## config.mk

```make
export PLATFORM = sky130hd
export DESIGN_NAME = cop_top
export DESIGN_NICKNAME = d
export VERILOG_FILES = /design/src/rtl/cop_pkg.sv /design/src/rtl/cop_fu_if.sv /design/src/rtl/cop_idecode.sv /design/src/rtl/cop_cprs.sv /design/src/rtl/cop_palu.sv /design/src/rtl/cop_rng.sv /design/src/rtl/cop_sequencer.sv /design/src/rtl/cop_top.sv
export SDC_FILE = /design/constraint.sdc
export NUM_CORES = 1
export LEC_CHECK = 0
export ABC_AREA = 1
export BUFFER_PORTS_ARGS = -buffer_cell sky130_fd_sc_hd__buf_4
export CORE_ASPECT_RATIO = 1.75
export CORE_MARGIN = 1.5
export CORE_UTILIZATION = 35
export CTS_CLUSTER_DIAMETER = 30
export DETAILED_ROUTE_END_ITERATION = 8
export PLACE_DENSITY_LB_ADDON = 0.1
export SLEW_MARGIN = 5
export SYNTH_ARGS = -nofsm -noshare
export SYNTH_HDL_FRONTEND = slang
export SYNTH_SLANG_ARGS = --single-unit
```

## constraint.sdc

```tcl
create_clock -name g_clk -period 20.3 [get_ports g_clk]
set_input_delay 2.03 -clock g_clk [delete_from_list [all_inputs] [get_ports g_clk]]
set_output_delay 2.03 -clock g_clk [all_outputs]
set_load 0.005 [all_outputs]
```

## src/rtl/cop_pkg.sv

```systemverilog
// Shared types, encoding fields and constants of the co-processor, imported by every RTL unit
`default_nettype none

package cop_pkg;

    typedef logic [31:0] cop_word_t;     // Data word
    typedef logic [31:0] cop_insn_t;     // Encoded instruction
    typedef logic [3:0]  cpr_addr_t;     // CPR index
    typedef logic [4:0]  gpr_addr_t;     // GPR index
    typedef logic [3:0]  cop_ben_t;      // Byte enables
    typedef logic [2:0]  cop_class_t;    // Instruction class
    typedef logic [3:0]  cop_subclass_t; // Instruction subclass
    typedef logic [2:0]  cop_pw_t;       // Pack width code
    typedef logic [2:0]  cop_result_t;   // Result code

    typedef enum logic [1:0] {
        IDLE,                            // Out of reset
        WAITING,                         // Ready for an instruction
        FINISHED                         // Response held for the CPU
    } seq_state_t;

    localparam logic [6:0] COP_OPCODE = 7'b0001011; // Custom-0 major opcode

    // Bit positions inside the encoding
    localparam int unsigned FLD_RD_LO     = 7;
    localparam int unsigned FLD_PW_LO     = 12;
    localparam int unsigned FLD_CRS1_LO   = 15;
    localparam int unsigned FLD_CRS2_LO   = 19;
    localparam int unsigned FLD_SCLASS_LO = 25;
    localparam int unsigned FLD_CLASS_LO  = 29;

    localparam cop_class_t CLASS_PACKED_ARITH = 3'd1;
    localparam cop_class_t CLASS_MOVE         = 3'd2;
    localparam cop_class_t CLASS_BITWISE      = 3'd3;
    localparam cop_class_t CLASS_RANDOM       = 3'd4;

    localparam cop_subclass_t SCLASS_ADD    = 4'd0; // Packed arithmetic
    localparam cop_subclass_t SCLASS_SUB    = 4'd1;
    localparam cop_subclass_t SCLASS_MV2GPR = 4'd0; // Moves
    localparam cop_subclass_t SCLASS_MV2COP = 4'd1;
    localparam cop_subclass_t SCLASS_AND    = 4'd0; // Bitwise
    localparam cop_subclass_t SCLASS_OR     = 4'd1;
    localparam cop_subclass_t SCLASS_XOR    = 4'd2;
    localparam cop_subclass_t SCLASS_SEED   = 4'd0; // Random unit
    localparam cop_subclass_t SCLASS_SAMPLE = 4'd1;

    localparam cop_pw_t PW_32 = 3'd0;    // One 32-bit lane
    localparam cop_pw_t PW_16 = 3'd1;
    localparam cop_pw_t PW_8  = 3'd2;
    localparam cop_pw_t PW_4  = 3'd3;
    localparam cop_pw_t PW_2  = 3'd4;    // Sixteen 2-bit lanes

    localparam cop_result_t RESULT_SUCCESS = 3'd0;
    localparam cop_result_t RESULT_BAD_INS = 3'd1;

    localparam cop_word_t COP_LFSR_TAPS       = 32'h8020_0003; // Galois feedback mask
    localparam cop_word_t COP_LFSR_RESET_SEED = 32'h6A09_E667; // Any nonzero start

endpackage

`default_nettype wire

```

## src/rtl/cop_fu_if.sv

```systemverilog
// Dispatch bundle from the sequencer to one functional unit, result returned combinationally
`default_nettype none
`timescale 1ns/10ps

interface cop_fu_if;
    import cop_pkg::*;

    logic          ivalid;    // Accept cycle of a legal insn for this unit
    cop_class_t    cls;       // Decoded class
    cop_subclass_t subclass;  // Decoded subclass
    cop_pw_t       pw;        // Pack width code
    cop_word_t     crs1_data; // CPR source 1
    cop_word_t     crs2_data; // CPR source 2
    cop_word_t     gpr_rs1;   // GPR operand from the CPU
    cop_ben_t      rd_ben;    // CPR write byte enables, zero when idle
    cop_word_t     rd_wdata;  // CPR write data, zero when idle

    modport dispatch (
        output ivalid, cls, subclass, pw, crs1_data, crs2_data, gpr_rs1,
        input  rd_ben, rd_wdata
    );

    modport unit (
        input  ivalid, cls, subclass, pw, crs1_data, crs2_data, gpr_rs1,
        output rd_ben, rd_wdata
    );

endinterface

`default_nettype wire

```

## src/rtl/cop_idecode.sv

```systemverilog
// Combinational field extraction and legality check of the CPU's encoded instruction
`default_nettype none
`timescale 1ns/10ps

module cop_idecode (
    input  cop_pkg::cop_insn_t     enc,       // Encoded instruction
    output logic                   exception, // Illegal instruction
    output cop_pkg::cop_class_t    cls,
    output cop_pkg::cop_subclass_t subclass,
    output cop_pkg::cop_pw_t       pw,
    output cop_pkg::cpr_addr_t     crs1,
    output cop_pkg::cpr_addr_t     crs2,
    output cop_pkg::cpr_addr_t     crd,
    output cop_pkg::gpr_addr_t     rd
);
    import cop_pkg::*;

    logic opcode_ok;                                // Custom opcode present
    logic insn_ok;                                  // Class/subclass/pw legal

    assign cls      = enc[FLD_CLASS_LO  +: 3];
    assign subclass = enc[FLD_SCLASS_LO +: 4];
    assign pw       = enc[FLD_PW_LO     +: 3];
    assign crs1     = enc[FLD_CRS1_LO   +: 4];
    assign crs2     = enc[FLD_CRS2_LO   +: 4];
    assign crd      = enc[FLD_RD_LO     +: 4];      // Low 4 bits of rd field
    assign rd       = enc[FLD_RD_LO     +: 5];

    assign opcode_ok = (enc[6:0] == COP_OPCODE);

    always_comb begin
        insn_ok = 1'b0;                             // Unknown class by default
        case (cls)
            CLASS_PACKED_ARITH: begin
                insn_ok = (subclass == SCLASS_ADD || subclass == SCLASS_SUB) &&
                          (pw <= PW_2);             // Codes 5..7 undefined
            end
            CLASS_MOVE: begin
                insn_ok = (subclass == SCLASS_MV2GPR || subclass == SCLASS_MV2COP);
            end
            CLASS_BITWISE: begin
                insn_ok = (subclass == SCLASS_AND || subclass == SCLASS_OR ||
                           subclass == SCLASS_XOR);
            end
            CLASS_RANDOM: begin
                insn_ok = (subclass == SCLASS_SEED || subclass == SCLASS_SAMPLE);
            end
            default: insn_ok = 1'b0;
        endcase
    end

    assign exception = !opcode_ok || !insn_ok;

endmodule

`default_nettype wire

```

## src/rtl/cop_cprs.sv

```systemverilog
// Sixteen-word CPR file with two combinational read ports and one byte-enabled write port
`default_nettype none
`timescale 1ns/10ps

module cop_cprs (
    input  logic               g_clk,
    input  logic               g_resetn,
    input  cop_pkg::cpr_addr_t crs1_addr,  // Read port 1
    output cop_pkg::cop_word_t crs1_rdata,
    input  cop_pkg::cpr_addr_t crs2_addr,  // Read port 2
    output cop_pkg::cop_word_t crs2_rdata,
    input  cop_pkg::cop_ben_t  crd_ben,    // Write port, zero means no write
    input  cop_pkg::cpr_addr_t crd_addr,
    input  cop_pkg::cop_word_t crd_wdata
);
    import cop_pkg::*;

    cop_word_t cprs [16];                  // Register storage

    assign crs1_rdata = cprs[crs1_addr];   // Asynchronous reads
    assign crs2_rdata = cprs[crs2_addr];

    always_ff @(posedge g_clk) begin
        if (!g_resetn) begin
            for (int r = 0; r < 16; r++) begin
                cprs[r] <= '0;
            end
        end else begin
            for (int b = 0; b < 4; b++) begin
                if (crd_ben[b]) begin      // Per-byte update
                    cprs[crd_addr][b*8 +: 8] <= crd_wdata[b*8 +: 8];
                end
            end
        end
    end

endmodule

`default_nettype wire

```

## src/rtl/cop_palu.sv

```systemverilog
// Packed add/subtract, bitwise logic and GPR/CPR moves, fully combinational
`default_nettype none
`timescale 1ns/10ps

module cop_palu (
    cop_fu_if.unit port                     // Dispatch from the sequencer
);
    import cop_pkg::*;

    cop_word_t lane_start;                  // One at the low bit of each lane
    cop_word_t op_b;                        // crs2, inverted for subtract
    cop_word_t arith_res;                   // Packed add/sub result
    cop_word_t result;                      // Selected result before gating
    logic      is_sub;                      // Subtract
    logic      is_mv2gpr;                   // Result goes to a GPR only
    logic      carry;                       // Ripple carry inside a lane

    assign is_sub    = (port.subclass == SCLASS_SUB);
    assign is_mv2gpr = (port.cls == CLASS_MOVE) && (port.subclass == SCLASS_MV2GPR);
    assign op_b      = port.crs2_data ^ {32{is_sub}};

    always_comb begin
        case (port.pw)
            PW_32:   lane_start = 32'h0000_0001;
            PW_16:   lane_start = 32'h0001_0001;
            PW_8:    lane_start = 32'h0101_0101;
            PW_4:    lane_start = 32'h1111_1111;
            PW_2:    lane_start = 32'h5555_5555;
            default: lane_start = 32'h0000_0001; // Rejected by the decoder
        endcase
    end

    // Carry chain restarts at every lane base, so nothing crosses lanes
    always_comb begin
        carry = is_sub;
        for (int i = 0; i < 32; i++) begin
            if (lane_start[i]) begin
                carry = is_sub;             // +1 of two's complement per lane
            end
            arith_res[i] = port.crs1_data[i] ^ op_b[i] ^ carry;
            carry = (port.crs1_data[i] & op_b[i]) |
                    (carry & (port.crs1_data[i] ^ op_b[i]));
        end
    end

    always_comb begin
        result = '0;
        case (port.cls)
            CLASS_PACKED_ARITH: result = arith_res;
            CLASS_MOVE: begin
                result = (port.subclass == SCLASS_MV2COP) ? port.gpr_rs1
                                                          : port.crs1_data;
            end
            CLASS_BITWISE: begin
                case (port.subclass)
                    SCLASS_AND: result = port.crs1_data & port.crs2_data;
                    SCLASS_OR:  result = port.crs1_data | port.crs2_data;
                    SCLASS_XOR: result = port.crs1_data ^ port.crs2_data;
                    default:    result = '0;
                endcase
            end
            default: result = '0;
        endcase
    end

    assign port.rd_wdata = port.ivalid ? result : '0;          // Zero when idle for OR merge
    assign port.rd_ben   = (port.ivalid && !is_mv2gpr) ? '1 : '0;

endmodule

`default_nettype wire

```

## src/rtl/cop_rng.sv

```systemverilog
// Random number unit built on a 32-bit Galois LFSR, seeded and sampled by instruction
`default_nettype none
`timescale 1ns/10ps

module cop_rng (
    input  logic g_clk,
    input  logic g_resetn,
    cop_fu_if.unit port                         // Dispatch from the sequencer
);
    import cop_pkg::*;

    cop_word_t lfsr;                            // Current state
    cop_word_t lfsr_step;                       // State after one shift
    logic      do_seed;
    logic      do_sample;

    assign do_seed   = port.ivalid && (port.subclass == SCLASS_SEED);
    assign do_sample = port.ivalid && (port.subclass == SCLASS_SAMPLE);

    assign lfsr_step = (lfsr >> 1) ^ (lfsr[0] ? COP_LFSR_TAPS : '0);

    always_ff @(posedge g_clk) begin
        if (!g_resetn) begin
            lfsr <= COP_LFSR_RESET_SEED;
        end else if (do_seed) begin
            lfsr <= (port.crs1_data != '0) ? port.crs1_data : COP_LFSR_RESET_SEED; // Never lock at zero
        end else if (do_sample) begin
            lfsr <= lfsr_step;
        end
    end

    assign port.rd_wdata = do_sample ? lfsr : '0;   // Sample returns the pre-step value
    assign port.rd_ben   = do_sample ? '1   : '0;   // Seed writes nothing

endmodule

`default_nettype wire

```

## src/rtl/cop_sequencer.sv

```systemverilog
// CPU handshake FSM, dispatch to the units, CPR writeback merge and response registers
`default_nettype none
`timescale 1ns/10ps

module cop_sequencer (
    input  logic                   g_clk,
    input  logic                   g_resetn,
    input  logic                   cpu_insn_req,  // CPU offers an instruction
    input  logic                   cpu_insn_ack,  // CPU takes the response
    input  cop_pkg::cop_word_t     cpu_rs1,
    input  logic                   exception,     // From the decoder
    input  cop_pkg::cop_class_t    cls,
    input  cop_pkg::cop_subclass_t subclass,
    input  cop_pkg::cop_pw_t       pw,
    input  cop_pkg::cpr_addr_t     crd,
    input  cop_pkg::gpr_addr_t     rd,
    input  cop_pkg::cop_word_t     crs1_rdata,
    input  cop_pkg::cop_word_t     crs2_rdata,
    output logic                   cop_insn_ack,
    output logic                   cop_insn_rsp,
    output logic                   cop_wen,
    output cop_pkg::gpr_addr_t     cop_waddr,
    output cop_pkg::cop_word_t     cop_wdata,
    output cop_pkg::cop_result_t   cop_result,
    output cop_pkg::cop_ben_t      crd_ben,       // CPR write port
    output cop_pkg::cpr_addr_t     crd_addr,
    output cop_pkg::cop_word_t     crd_wdata,
    cop_fu_if.dispatch             palu_port,
    cop_fu_if.dispatch             rng_port
);
    import cop_pkg::*;

    seq_state_t state, n_state;
    logic       n_ack, n_rsp;                     // Next handshake outputs
    logic       accept;                           // Instruction taken this cycle
    logic       retire;                           // Response taken this cycle

    assign accept = cpu_insn_req && cop_insn_ack;
    assign retire = cop_insn_rsp && cpu_insn_ack;

    // Dispatch, only in the accept cycle of a legal instruction
    assign palu_port.ivalid = accept && !exception && (cls == CLASS_PACKED_ARITH ||
                              cls == CLASS_MOVE || cls == CLASS_BITWISE);
    assign rng_port.ivalid  = accept && !exception && (cls == CLASS_RANDOM);

    assign palu_port.cls       = cls;
    assign palu_port.subclass  = subclass;
    assign palu_port.pw        = pw;
    assign palu_port.crs1_data = crs1_rdata;
    assign palu_port.crs2_data = crs2_rdata;
    assign palu_port.gpr_rs1   = cpu_rs1;
    assign rng_port.cls        = cls;
    assign rng_port.subclass   = subclass;
    assign rng_port.pw         = pw;
    assign rng_port.crs1_data  = crs1_rdata;
    assign rng_port.crs2_data  = crs2_rdata;
    assign rng_port.gpr_rs1    = cpu_rs1;

    assign crd_ben   = palu_port.rd_ben   | rng_port.rd_ben;   // Idle unit drives zero
    assign crd_wdata = palu_port.rd_wdata | rng_port.rd_wdata;
    assign crd_addr  = crd;

    always_comb begin
        n_state = state;
        n_ack   = 1'b0;
        n_rsp   = 1'b0;
        case (state)
            IDLE: begin
                n_state = WAITING;
                n_ack   = 1'b1;
            end
            WAITING: begin
                if (accept) begin                 // Both units finish at once
                    n_state = FINISHED;
                    n_rsp   = 1'b1;
                end else begin
                    n_ack   = 1'b1;
                end
            end
            FINISHED: begin
                if (retire) begin
                    n_state = WAITING;
                    n_ack   = 1'b1;
                end else begin
                    n_rsp   = 1'b1;               // Hold under back-pressure
                end
            end
            default: n_state = IDLE;
        endcase
    end

    always_ff @(posedge g_clk) begin
        if (!g_resetn) begin
            state        <= IDLE;
            cop_insn_ack <= 1'b0;
            cop_insn_rsp <= 1'b0;
            cop_wen      <= 1'b0;
            cop_result   <= RESULT_SUCCESS;
        end else begin
            state        <= n_state;
            cop_insn_ack <= n_ack;
            cop_insn_rsp <= n_rsp;
            if (accept) begin
                cop_wen    <= !exception && cls == CLASS_MOVE && subclass == SCLASS_MV2GPR;
                cop_result <= exception ? RESULT_BAD_INS : RESULT_SUCCESS;
            end
        end
    end

    always_ff @(posedge g_clk) begin
        if (accept) begin
            cop_waddr <= rd;
            cop_wdata <= palu_port.rd_wdata;      // MV2GPR data
        end
    end

endmodule

`default_nettype wire

```

## src/rtl/cop_top.sv

```systemverilog
// Co-processor top level, connecting decoder, CPR file, sequencer and units to the CPU port
`default_nettype none
`timescale 1ns/10ps

module cop_top (
    input  logic                 g_clk,
    input  logic                 g_resetn,
    input  logic                 cpu_insn_req,
    input  logic                 cpu_insn_ack,
    input  cop_pkg::cop_insn_t   cpu_insn_enc,
    input  cop_pkg::cop_word_t   cpu_rs1,
    output logic                 cop_insn_ack,
    output logic                 cop_insn_rsp,
    output logic                 cop_wen,
    output cop_pkg::gpr_addr_t   cop_waddr,
    output cop_pkg::cop_word_t   cop_wdata,
    output cop_pkg::cop_result_t cop_result
);
    import cop_pkg::*;

    logic          id_exception;
    cop_class_t    id_cls;
    cop_subclass_t id_subclass;
    cop_pw_t       id_pw;
    cpr_addr_t     id_crs1, id_crs2, id_crd;
    gpr_addr_t     id_rd;
    cop_word_t     crs1_rdata, crs2_rdata;
    cop_ben_t      crd_ben;
    cpr_addr_t     crd_addr;
    cop_word_t     crd_wdata;

    cop_fu_if palu_if ();                 // Sequencer to packed ALU
    cop_fu_if rng_if ();                  // Sequencer to random unit

    cop_idecode idecode0 (
        .enc(cpu_insn_enc), .exception(id_exception), .cls(id_cls),
        .subclass(id_subclass), .pw(id_pw), .crs1(id_crs1), .crs2(id_crs2),
        .crd(id_crd), .rd(id_rd)
    );

    cop_cprs cprs0 (
        .g_clk(g_clk), .g_resetn(g_resetn),
        .crs1_addr(id_crs1), .crs1_rdata(crs1_rdata),
        .crs2_addr(id_crs2), .crs2_rdata(crs2_rdata),
        .crd_ben(crd_ben), .crd_addr(crd_addr), .crd_wdata(crd_wdata)
    );

    cop_sequencer sequencer0 (
        .g_clk(g_clk), .g_resetn(g_resetn),
        .cpu_insn_req(cpu_insn_req), .cpu_insn_ack(cpu_insn_ack), .cpu_rs1(cpu_rs1),
        .exception(id_exception), .cls(id_cls), .subclass(id_subclass), .pw(id_pw),
        .crd(id_crd), .rd(id_rd), .crs1_rdata(crs1_rdata), .crs2_rdata(crs2_rdata),
        .cop_insn_ack(cop_insn_ack), .cop_insn_rsp(cop_insn_rsp), .cop_wen(cop_wen),
        .cop_waddr(cop_waddr), .cop_wdata(cop_wdata), .cop_result(cop_result),
        .crd_ben(crd_ben), .crd_addr(crd_addr), .crd_wdata(crd_wdata),
        .palu_port(palu_if.dispatch), .rng_port(rng_if.dispatch)
    );

    cop_palu palu0 (
        .port(palu_if.unit)
    );

    cop_rng rng0 (
        .g_clk(g_clk), .g_resetn(g_resetn), .port(rng_if.unit)
    );

endmodule

`default_nettype wire

```

======== Word-level counts from Yosys, hierarchy flattened ========
Memories as Yosys holds them, arrays and structs flattened.
Index checks and enable logic that the tools add are counted.
storage, ports and cells
  output and inout port bits .............. 43
  word-level logic and storage cells ...... 287
  bits of input ports ..................... 68
  memories kept ........................... 1
  memory bits (writable) .................. 512
  bits in registers ....................... 77
operators by class
  equality and inequality tests ........... 15
  bitwise gates (word level) .............. 164
  reduce and logical (&&, ||, !) cells .... 28
  $lt $le $gt $ge ......................... 1
  multiplexer cells ....................... 70
memories
  memory      words  width  rd ports  clocked after memory_dff  wr ports  line            text
  cprs0.cprs  16     32     2         0                         16        cop_cprs.sv:18  cop_word_t cprs [16];
operators with widths
  cell                                            number
  two-way mux 32 bit                              8
  one-hot mux 32 bit (3 select lines)             2
  one-hot mux 31 bit (4 select lines)             1
  OR 32 bit                                       2
  bitwise XOR 1 bit                               64
  bitwise XOR 32 bit                              2
  bitwise AND 1 bit                               62
  two-way mux 1 bit                               49
  bitwise AND 32 bit                              1
  nonzero test 32 bit                             1
  OR reduction 32 bit                             1
  bitwise XOR 31 x 32 -> 32 bit                   1
  OR 1 bit                                        31
  two-way mux 4 bit                               4
  == test 3 x 2 -> 1 bit (second input constant)  4
  logical AND 1 bit                               12
  == test 7 x 4 -> 1 bit (second input constant)  1
  == test 3 x 1 -> 1 bit (second input constant)  2
  == test 3 bit (second input constant)           2
  one-hot mux 1 bit (3 select lines)              2
  one-hot mux 2 bit (3 select lines)              1
  logical OR 1 bit                                5
  == test 4 x 1 -> 1 bit (second input constant)  1
  == test 4 x 2 -> 1 bit (second input constant)  1
  13 further kinds                                18

======== Depth between registers and ports, before layout ========
Gate-level depths: netlist of the first run.
  depth after elaboration ................. 101
  mapped depth ............................ 83
  mapped depth without buffers ............ 78

======== Hierarchy ========
Synthesis of the first run repeated with hierarchy kept, for this count alone.
second synthesis, totals
  cell total of the unflattened synthesis .. 5404
  area, all modules ....................... 40201.1 µm²
modules (own cells, without submodules)
  module         cells each  area each (µm²)  instances  seq. area each (µm²)
  cop_cprs       3977        30267.8          1          15374.7
  cop_palu       684         4215.3           1          0.0
  cop_sequencer  348         3380.7           1          1231.2
  cop_rng        334         1999.4           1          640.6
  cop_idecode    61          337.8            1          0.0

======== Least setup slack after synthesis of the first run ========
OpenSTA, ideal clock, no wires.
  path kind ............................... input-to-reg
  start ................................... input port cpu_insn_enc[19]
  end ..................................... memory cprs0.cprs[11][30] (netlist name), data pin
  setup time .............................. 0.266 ns
  buffers on the path ..................... 5
  cell stages on the path ................. 75
  setup slack ............................. 0.856 ns
  data required time ...................... 20.034 ns
  arrival ................................. 19.178 ns
  cells stage by stage .................... buf_2 > clkbuf_1 > clkbuf_1 > buf_1 > a21oi_1 > o221ai_1 > nand2_1 > xor2_1 > fa_1 > nand2_1 > nand2_1 > fa_1 > fa_1 > nand2_1 > nand2_1 > fa_1 > fa_1 > nand2_1 > (+39 left out) > nand2_1 > nand2_1 > fa_1 > fa_1 > nand2_1 > nand2_1 > fa_1 > inv_1 > fa_1 > o21ai_0 > fa_1 > a2bb2oi_1 > o21ai_0 > nand2_1 > inv_1 > nor2_2 > buf_2 > nor2_1
RTL lines
  item                line            text
  start: declaration  cop_top.sv:10   input cop_pkg::cop_insn_t cpu_insn_enc,
  end: declaration    cop_cprs.sv:18

==> results of run 1 <==
power groups by stage:
stage / registers, uW / logic [uW] / clock network [uW]
after floorplan: 1400 / 270 / 0
after global placement: 1400 / 450 / 0
after detailed placement: 1400 / 453 / 0
after CTS: 1380 / 454 / 1860
after global routing: 1390 / 499 / 1910
final: 1380 / 456 / 1840
layout by cell type (no fill, tap or decap), types with 6 or more instances in the layout:
cell type and count:
sky130_fd_sc_hd__nor2_1 753, sky130_fd_sc_hd__nand2_1 591, sky130_fd_sc_hd__edfxtp_1 549, sky130_fd_sc_hd__o21ai_0 449, sky130_fd_sc_hd__inv_1 423, sky130_fd_sc_hd__nand3_1 367
sky130_fd_sc_hd__a21oi_1 250, sky130_fd_sc_hd__buf_4 249, sky130_fd_sc_hd__o211ai_1 112, sky130_fd_sc_hd__clkbuf_16 110, sky130_fd_sc_hd__ha_1 68, sky130_fd_sc_hd__o221ai_1 55
sky130_fd_sc_hd__or2_2 46, sky130_fd_sc_hd__dfxtp_1 38, sky130_fd_sc_hd__xor2_1 31, sky130_fd_sc_hd__a2bb2oi_1 31, sky130_fd_sc_hd__fa_1 30, sky130_fd_sc_hd__nand2_2 20
sky130_fd_sc_hd__o21ai_1 17, sky130_fd_sc_hd__a211oi_1 17, sky130_fd_sc_hd__clkinv_2 16, sky130_fd_sc_hd__clkbuf_1 14, sky130_fd_sc_hd__bufinv_16 12, sky130_fd_sc_hd__clkinv_4 12
sky130_fd_sc_hd__clkinv_1 12, sky130_fd_sc_hd__nor2_2 11, sky130_fd_sc_hd__a21oi_2 11, sky130_fd_sc_hd__nand4_4 10, sky130_fd_sc_hd__clkinvlp_4 10, sky130_fd_sc_hd__inv_6 9
sky130_fd_sc_hd__inv_2 7, sky130_fd_sc_hd__nand4_1 6, sky130_fd_sc_hd__buf_12 6
cells in the mapped netlist (all sizes together) (16+ instances only):
master | instances | area share (%)
ha | 68 | 2.4
a2bb2oi | 31 | 0.77
xor2 | 31 | 0.77
nand3 | 368 | 5.2
o221ai | 55 | 1.4
a21oi | 261 | 3.8
nor2 | 765 | 8.2
inv | 435 | 4.6
a211oi | 17 | 0.36
buf | 178 | 2.8
fa | 30 | 1.7
o211ai | 112 | 2.4
edfxtp | 549 | 47
dfxtp | 38 | 2.1
or2 | 51 | 0.90
o21ai | 467 | 6.6
nand2 | 611 | 6.5
clkbuf | 166 | 1.8
nand4 | 16 | 0.68
how the worst min path moves through the flow:
stage,start,to,slack (ns)
6_report,sequencer0.cop_wen$_SDFFE_PN0P_,sequencer0.cop_wen$_SDFFE_PN0P_,0.47
4_1_cts,sequencer0.cop_wen$_SDFFE_PN0P_,sequencer0.cop_wen$_SDFFE_PN0P_,0.47
3_5_place_dp,sequencer0.cop_wen$_SDFFE_PN0P_,sequencer0.cop_wen$_SDFFE_PN0P_,0.46
5_1_grt,sequencer0.cop_wen$_SDFFE_PN0P_,sequencer0.cop_wen$_SDFFE_PN0P_,0.51
2_1_floorplan,rng0.lfsr[30]$_SDFFE_PN1P_,rng0.lfsr[30]$_SDFFE_PN1P_,0.44
3_3_place_gp,rng0.lfsr[10]$_SDFFE_PN1P_,rng0.lfsr[10]$_SDFFE_PN1P_,0.46
logic make-up (layout without fill, tap and decap cells):
group           count (synthesis)  in the layout  share of synthesized area (%)
xor+xnor                       33             33                          0.816
compound gates                958            958                           15.6
buf+inv                       780            895                           9.18
flops                         587            587                           48.7
simple gates                 1818           1818                           21.6
other cells                     1              2                         0.0106
fa+ha+maj                      98             98                           4.10
sequential cells by signal, indices dropped and copies added (netlist names):
register                 count
sequencer0.cop_result        1
sequencer0.cop_wen           1
sequencer0.cop_insn_ack      1
sequencer0.cop_wdata        32
sequencer0.cop_waddr         5
rng0.lfsr                   32
sequencer0.state             2
sequencer0.cop_insn_rsp      1
cprs0.cprs                 512
worst max-delay path: cells and delay by family:
family          cells  cell delay [ns]
fa+ha+maj          30            13.33
simple gates       27             2.32
compound gates      9             1.14
buf+inv             7             0.69
xor+xnor            1             0.20
per-stage QoR:
step,area [sq um],power (uW),worst slack [ns]
floorplan,35400,1670,0.856
global placement,37600,1850,0.0561
detailed placement,37600,1860,0.174
CTS,41200,3700,0.900
global route,41200,3790,0.0622
finish,41200,3680,0.923
final cells by class:
cell class	count	share of cell area (%)
clock buffer	126	6.87
clock inverter	75	2.04
inverter	436	4.00
multi-input combinational	2909	36.3
sequential	587	41.8
tap	1326	4.02
timing repair buffer	258	4.92
per-layer routing:
layer	track usage [%]	part of all wire [%]
met5	0	0
met4	16.6	5.9
met3	3.62	5.6
met2	53.9	52
met1	32.3	37
==> flow_summary.rst, run 1 <==
.. list-table::
   :header-rows: 1

   * - Metric
     - Value
   * - Status
     - finished, final reports clean
   * - Total GRT Usage
     - 29.3%
   * - Async set or reset register ratio after synthesis
     - 0%
   * - Sink Count
     - 587
   * - Number of standard cells after synthesis
     - 4275
   * - Number of placement rows
     - 154
   * - Total gr overflow
     - 0
   * - CP Max Fanout
     - 28
   * - Pleak
     - 0.0162 uW
   * - Share of the yosys chip area belonging to registers
     - 48.7%
   * - Placer Congestion
     - 0.861
   * - Maximum buffer depth of the clock tree
     - 3
   * - First-pass GRT wire length
     - 217000 um
   * - Hold Crit Class
     - reg -> reg
   * - Worst Tran Pin Value
     - 1.16 ns
   * - Post-DP HPWL
     - 95400 um
   * - Number of vias after detailed routing
     - 31711
   * - Capture instance of the worst register-to-register path
     - cprs0.cprs[10][30]$_SDFFCE_PN0P_
   * - Number of placed instances, taps included
     - 5516
   * - Critical Path End Type
     - flop
   * - Clk slew on worst S/H paths
     - 0.05 ns
   * - Postcts setup bufs
     - 0
   * - Seq pwr share
     - 37.6%
   * - Combinational share of power
     - 12.4%
   * - Std-Cell Core Area
     - 0.100 sq mm
   * - Cell type of the slowest stage on the worst timing path
     - sky130_fd_sc_hd__fa_1
   * - Share of final-layout standard cells stronger than drive strength 1
     - 12.5%
   * - Starting DRC count in detailed routing
     - 2833
   * - Count of state elements after synthesis
     - 587
   * - DRT antenna net count
     - 0
   * - Signal arrival time at the worst endpoint
     - 19.79 ns
   * - Pre-antenna DRT Iters
     - 6
   * - Number of synthesized flops with an enable pin
     - 549
   * - Effective utilization at floorplan
     - 35.3%
   * - Commonest register cell after synthesis
     - sky130_fd_sc_hd__edfxtp_1
   * - Synth Warn #
     - 0
   * - Total Neg Setup Slack
     - 0 ns
   * - Biggest cell delay along the critical path
     - 0.50 ns
   * - Synth-to-layout area growth
     - 16.5%
   * - Remaining design rule violation count
     - 0
   * - Cell area power density
     - 89.1 mW/mm^2
   * - Final setup fails
     - 0
   * - Routed wire length per instance
     - 26.7 um
   * - Die boundary width
     - 243 um
   * - Post-CTS resize count
     - 0
   * - Startpoint of the worst-slack reg-to-reg timing path
     - cprs0.cprs[0][0]$_SDFFCE_PN0P_
   * - Worst Clk Skew
     - 0.0315 ns
   * - Maxcap violations
     - 0
   * - Setup repair after global routing missed its margin
     - false
   * - Switching share of power
     - 27.7%
   * - Count of fill cells added during filler insertion
     - 10098
   * - Buffer cell driving the clock tree root
     - sky130_fd_sc_hd__clkbuf_16
   * - Kind of start point of the critical path
     - primary input
   * - Reg2reg path depth
     - 74
   * - Number of global-route vias before repair
     - 31149
   * - Insertion delay to the later sink of the worst-skew pair
     - 0.71 ns
   * - Clock Power Share
     - 50.0%
   * - Critical Path Start
     - cpu_insn_enc[19]
   * - Wire length after detailed routing
     - 153000 um
   * - Cts hold-fix bufs
     - 0
   * - Post-layout nets
     - 4465
   * - Critical Path RT
     - 20.71 ns
   * - Vias per std cell
     - 5.55
   * - Count of endpoints failing hold in the final timing report
     - 0
   * - Non-Filler Instances
     - 5717
   * - Pin count of the biggest net entering global routing
     - 91
   * - CTS H-tree lvls
     - 3
   * - Rel. slew slack
     - 22.5%
   * - Fraction of the core area covered by cells at the end of the flow
     - 41.1%
   * - CTS tree
     - done
   * - Total Die Area
     - 0.103 sq mm
   * - Max IR drop VDD
     - 73.7 uV
   * - Number of distinct library cells after synthesis
     - 47
   * - Number of max-slew violations in the final report
     - 0
   * - Quantity of I/O buffers inserted on ports
     - 106
   * - Diodes inserted
     - 0
   * - Classification of the worst setup path
     - in -> reg
   * - Final Hold Slack
     - 0.468 ns
   * - Internal power summed over all cells
     - 2660 uW
   * - Syn Std Cell Area
     - 0.0354 sq mm
   * - Depth of the worst hold-timing path
     - 2
   * - Net switching component of the power
     - 1020 uW
   * - Multi-input gate area in the final layout
     - 0.0150 sq mm
   * - Register-to-Register Setup Slack
     - 2.11 ns
   * - Most used cell, CP
     - sky130_fd_sc_hd__fa_1
   * - Total I/O pin count
     - 111
   * - Height of the die
     - 424 um
   * - Antenna violations before repair
     - 1
   * - Share of the clock period used by the worst path
     - 95.5%
   * - Number of CTS-inserted buffers
     - 107
   * - Total area of sequential cells
     - 0.0172 sq mm
   * - Top achievable clock speed
     - 51.6 MHz
   * - Minimum clock period after layout
     - 19.38 ns
   * - Endpoint of the worst setup timing path
     - cprs0.cprs[10][30]$_SDFFCE_PN0P_
   * - Average cell area after synthesis
     - 8.28 sq um
No activity file was read; power rests on OpenSTA's default activity.
==> run 2: changes to the inputs <==
--- a/config.mk
+++ b/config.mk
@@ -9,7 +9,7 @@
 export BUFFER_PORTS_ARGS = -buffer_cell sky130_fd_sc_hd__buf_4
 export CORE_ASPECT_RATIO = 1.75
 export CORE_MARGIN = 1.5
-export CORE_UTILIZATION = 35
+export CORE_UTILIZATION = 45
 export CTS_CLUSTER_DIAMETER = 30
 export DETAILED_ROUTE_END_ITERATION = 8
 export PLACE_DENSITY_LB_ADDON = 0.1
==> flow_summary.rst, run 2 (synthesis results as in run 1) <==
.. list-table::
   :header-rows: 1

   * - Metric
     - Value
   * - CTS H-tree lvls
     - 3
   * - Total Die Area
     - 0.0804 sq mm
   * - First-pass GRT wire length
     - 203000 um
   * - Critical Path RT
     - 20.69 ns
   * - Vias per std cell
     - 5.98
   * - CP Max Fanout
     - 16
   * - Hold Crit Class
     - reg -> reg
   * - Pleak
     - 0.0158 uW
   * - Quantity of I/O buffers inserted on ports
     - 106
   * - Cell type of the slowest stage on the worst timing path
     - sky130_fd_sc_hd__fa_1
   * - Rel. slew slack
     - 20.1%
   * - Worst Clk Skew
     - 0.0299 ns
   * - Fraction of the core area covered by cells at the end of the flow
     - 51.8%
   * - Maxcap violations
     - 0
   * - Registers with the most flip-flops
     - cprs0.cprs: 512 flops, rng0.lfsr: 32 flops, sequencer0.cop_wdata: 32 flops
   * - Flip-flop count of the largest register, all copies and words added
     - 512
   * - Classification of the worst setup path
     - in -> reg
   * - Routed wire length per instance
     - 26.1 um
   * - Cell area power density
     - 86.9 mW/mm^2
   * - Biggest cell delay along the critical path
     - 0.51 ns
   * - Worst setup slack before clock tree synthesis
     - 0.236 ns
   * - Number of max-slew violations in the final report
     - 0
   * - Number of placement rows
     - 135
   * - Sink Count
     - 587
   * - Minimum clock period after layout
     - 19.39 ns
   * - Commonest non-fill, non-tap cells in the layout
     - sky130_fd_sc_hd__nor2_1, sky130_fd_sc_hd__nand2_1, sky130_fd_sc_hd__edfxtp_1
   * - Wire length after detailed routing
     - 140000 um
   * - Most used cell, CP
     - sky130_fd_sc_hd__fa_1
   * - Share of final-layout standard cells stronger than drive strength 1
     - 11.7%
   * - Total I/O pin count
     - 111
   * - Total GRT Usage
     - 34.6%
   * - Top achievable clock speed
     - 51.6 MHz
   * - Number of buffers and inverters on the critical path
     - 7
   * - Starting DRC count in detailed routing
     - 3641
   * - Effective utilization at floorplan
     - 45.6%
   * - Buffer cell driving the clock tree root
     - sky130_fd_sc_hd__clkbuf_16
   * - Std-Cell Core Area
     - 0.0777 sq mm
   * - Total gr overflow
     - 0
   * - Setup repair after global routing missed its margin
     - false
   * - Pre-antenna DRT Iters
     - 6
   * - Maximum buffer depth of the clock tree
     - 3
   * - Total Neg Setup Slack
     - 0 ns
   * - Final setup fails
     - 0
   * - Antenna violations before repair
     - 0
   * - Synth-to-layout area growth
     - 13.6%
   * - Post-DP HPWL
     - 83200 um
   * - Postcts setup bufs
     - 0
   * - Die boundary width
     - 215 um
   * - Final Hold Slack
     - 0.470 ns
   * - DRT antenna net count
     - 0
   * - Insertion delay to the later sink of the worst-skew pair
     - 0.70 ns
   * - Clk slew on worst S/H paths
     - 0.05 ns
   * - Pin count of the biggest net entering global routing
     - 133
   * - Height of the die
     - 374 um
   * - Critical Path End Type
     - flop
   * - Signal arrival time at the worst endpoint
     - 19.78 ns
   * - Kind of cell adding the most delay to the critical path
     - adder cells
   * - Max IR drop VDD
     - 97.2 uV
   * - Placer Congestion
     - 0.897
   * - Number of CTS-inserted buffers
     - 100
   * - Remaining design rule violation count
     - 0
   * - Cts hold-fix bufs
     - 0
   * - Number of vias after detailed routing
     - 32108
   * - Status
     - finished, final reports clean
   * - Most frequent standard cell in the layout excluding fill and tap cells
     - sky130_fd_sc_hd__nor2_1
   * - CTS tree
     - done
   * - Number of global-route vias before repair
     - 30937
   * - Kind of start point of the critical path
     - primary input
   * - Worst Tran Pin Value
     - 1.20 ns
   * - Post-layout nets
     - 4421
   * - Final worst-path setup slack
     - 0.910 ns
   * - Count of endpoints failing hold in the final timing report
     - 0
   * - Share of the clock period used by the worst path
     - 95.5%
   * - Register with the highest flop count
     - cprs0.cprs
   * - Post-CTS resize count
     - 0
## run 2: cell count changes in the layout (fill, tap and decap cells not counted), sizes merged
cell / previous run / this run
diode: 0 / 1
clkbuf: 126 / 108
clkinv: 44 / 49
inv: 445 / 453
bufinv: 12 / 6
buf: 258 / 221
clkinvlp: 10 / 7
## run 2: worst paths after layout
kind,start,to,slack [ns],depth (start not counted)
setup reg to reg,cprs0.cprs[9][1]$_SDFFCE_PN0P_,cprs0.cprs[9][30]$_SDFFCE_PN0P_,2.15,72
hold reg to reg,sequencer0.cop_wen$_SDFFE_PN0P_,sequencer0.cop_wen$_SDFFE_PN0P_,0.47,2
setup / recovery,cpu_insn_enc[21],cprs0.cprs[9][30]$_SDFFCE_PN0P_,0.91,74
hold / removal,sequencer0.cop_wen$_SDFFE_PN0P_,sequencer0.cop_wen$_SDFFE_PN0P_,0.47,2
## run 2: report_power, final
part | switching, uW | total, uW | internal [uW]
sequential | 16.6 | 1380 | 1360
clock | 659 | 1670 | 1010
combinational | 313 | 443 | 130
total | 988 | 3500 | 2510
## run 2: layer usage
layer	vias up	part of all wire [%]	track usage, %
li1	14384	-	-
met1	15344	36	40.5
met2	1845	48	58.6
met3	535	9.1	5.70
met4	0	6.9	22.2
met5	-	0	0
## run 2: final cells by class
| type | instances | area (sq um) |
|---|---|---|
| antenna | 1 | 2.50 |
| clock buffer | 108 | 2580 |
| clock inverter | 79 | 723 |
| fill | 7446 | 37500 |
| inverter | 436 | 1650 |
| multi-input combinational | 2909 | 15000 |
| sequential | 587 | 17200 |
| tap | 1027 | 1280 |
| timing repair buffer | 221 | 1740 |
## run 2: worst min-delay path: stages (launching register included)
cell and delay, ns:
sky130_fd_sc_hd__dfxtp_1 0.31, sky130_fd_sc_hd__nand2_1 0.06, sky130_fd_sc_hd__a21oi_1 0.05
## run 2: per-stage QoR
step / total power, uW / cells / area (sq um)
final: 3500 / 5368 / 40200
after global routing: 3590 / 5367 / 40200
after CTS: 3500 / 5367 / 40200
after detailed placement: 1840 / 5180 / 36900
after global placement: 1830 / 5180 / 36900
after floorplan: 1670 / 4276 / 35400
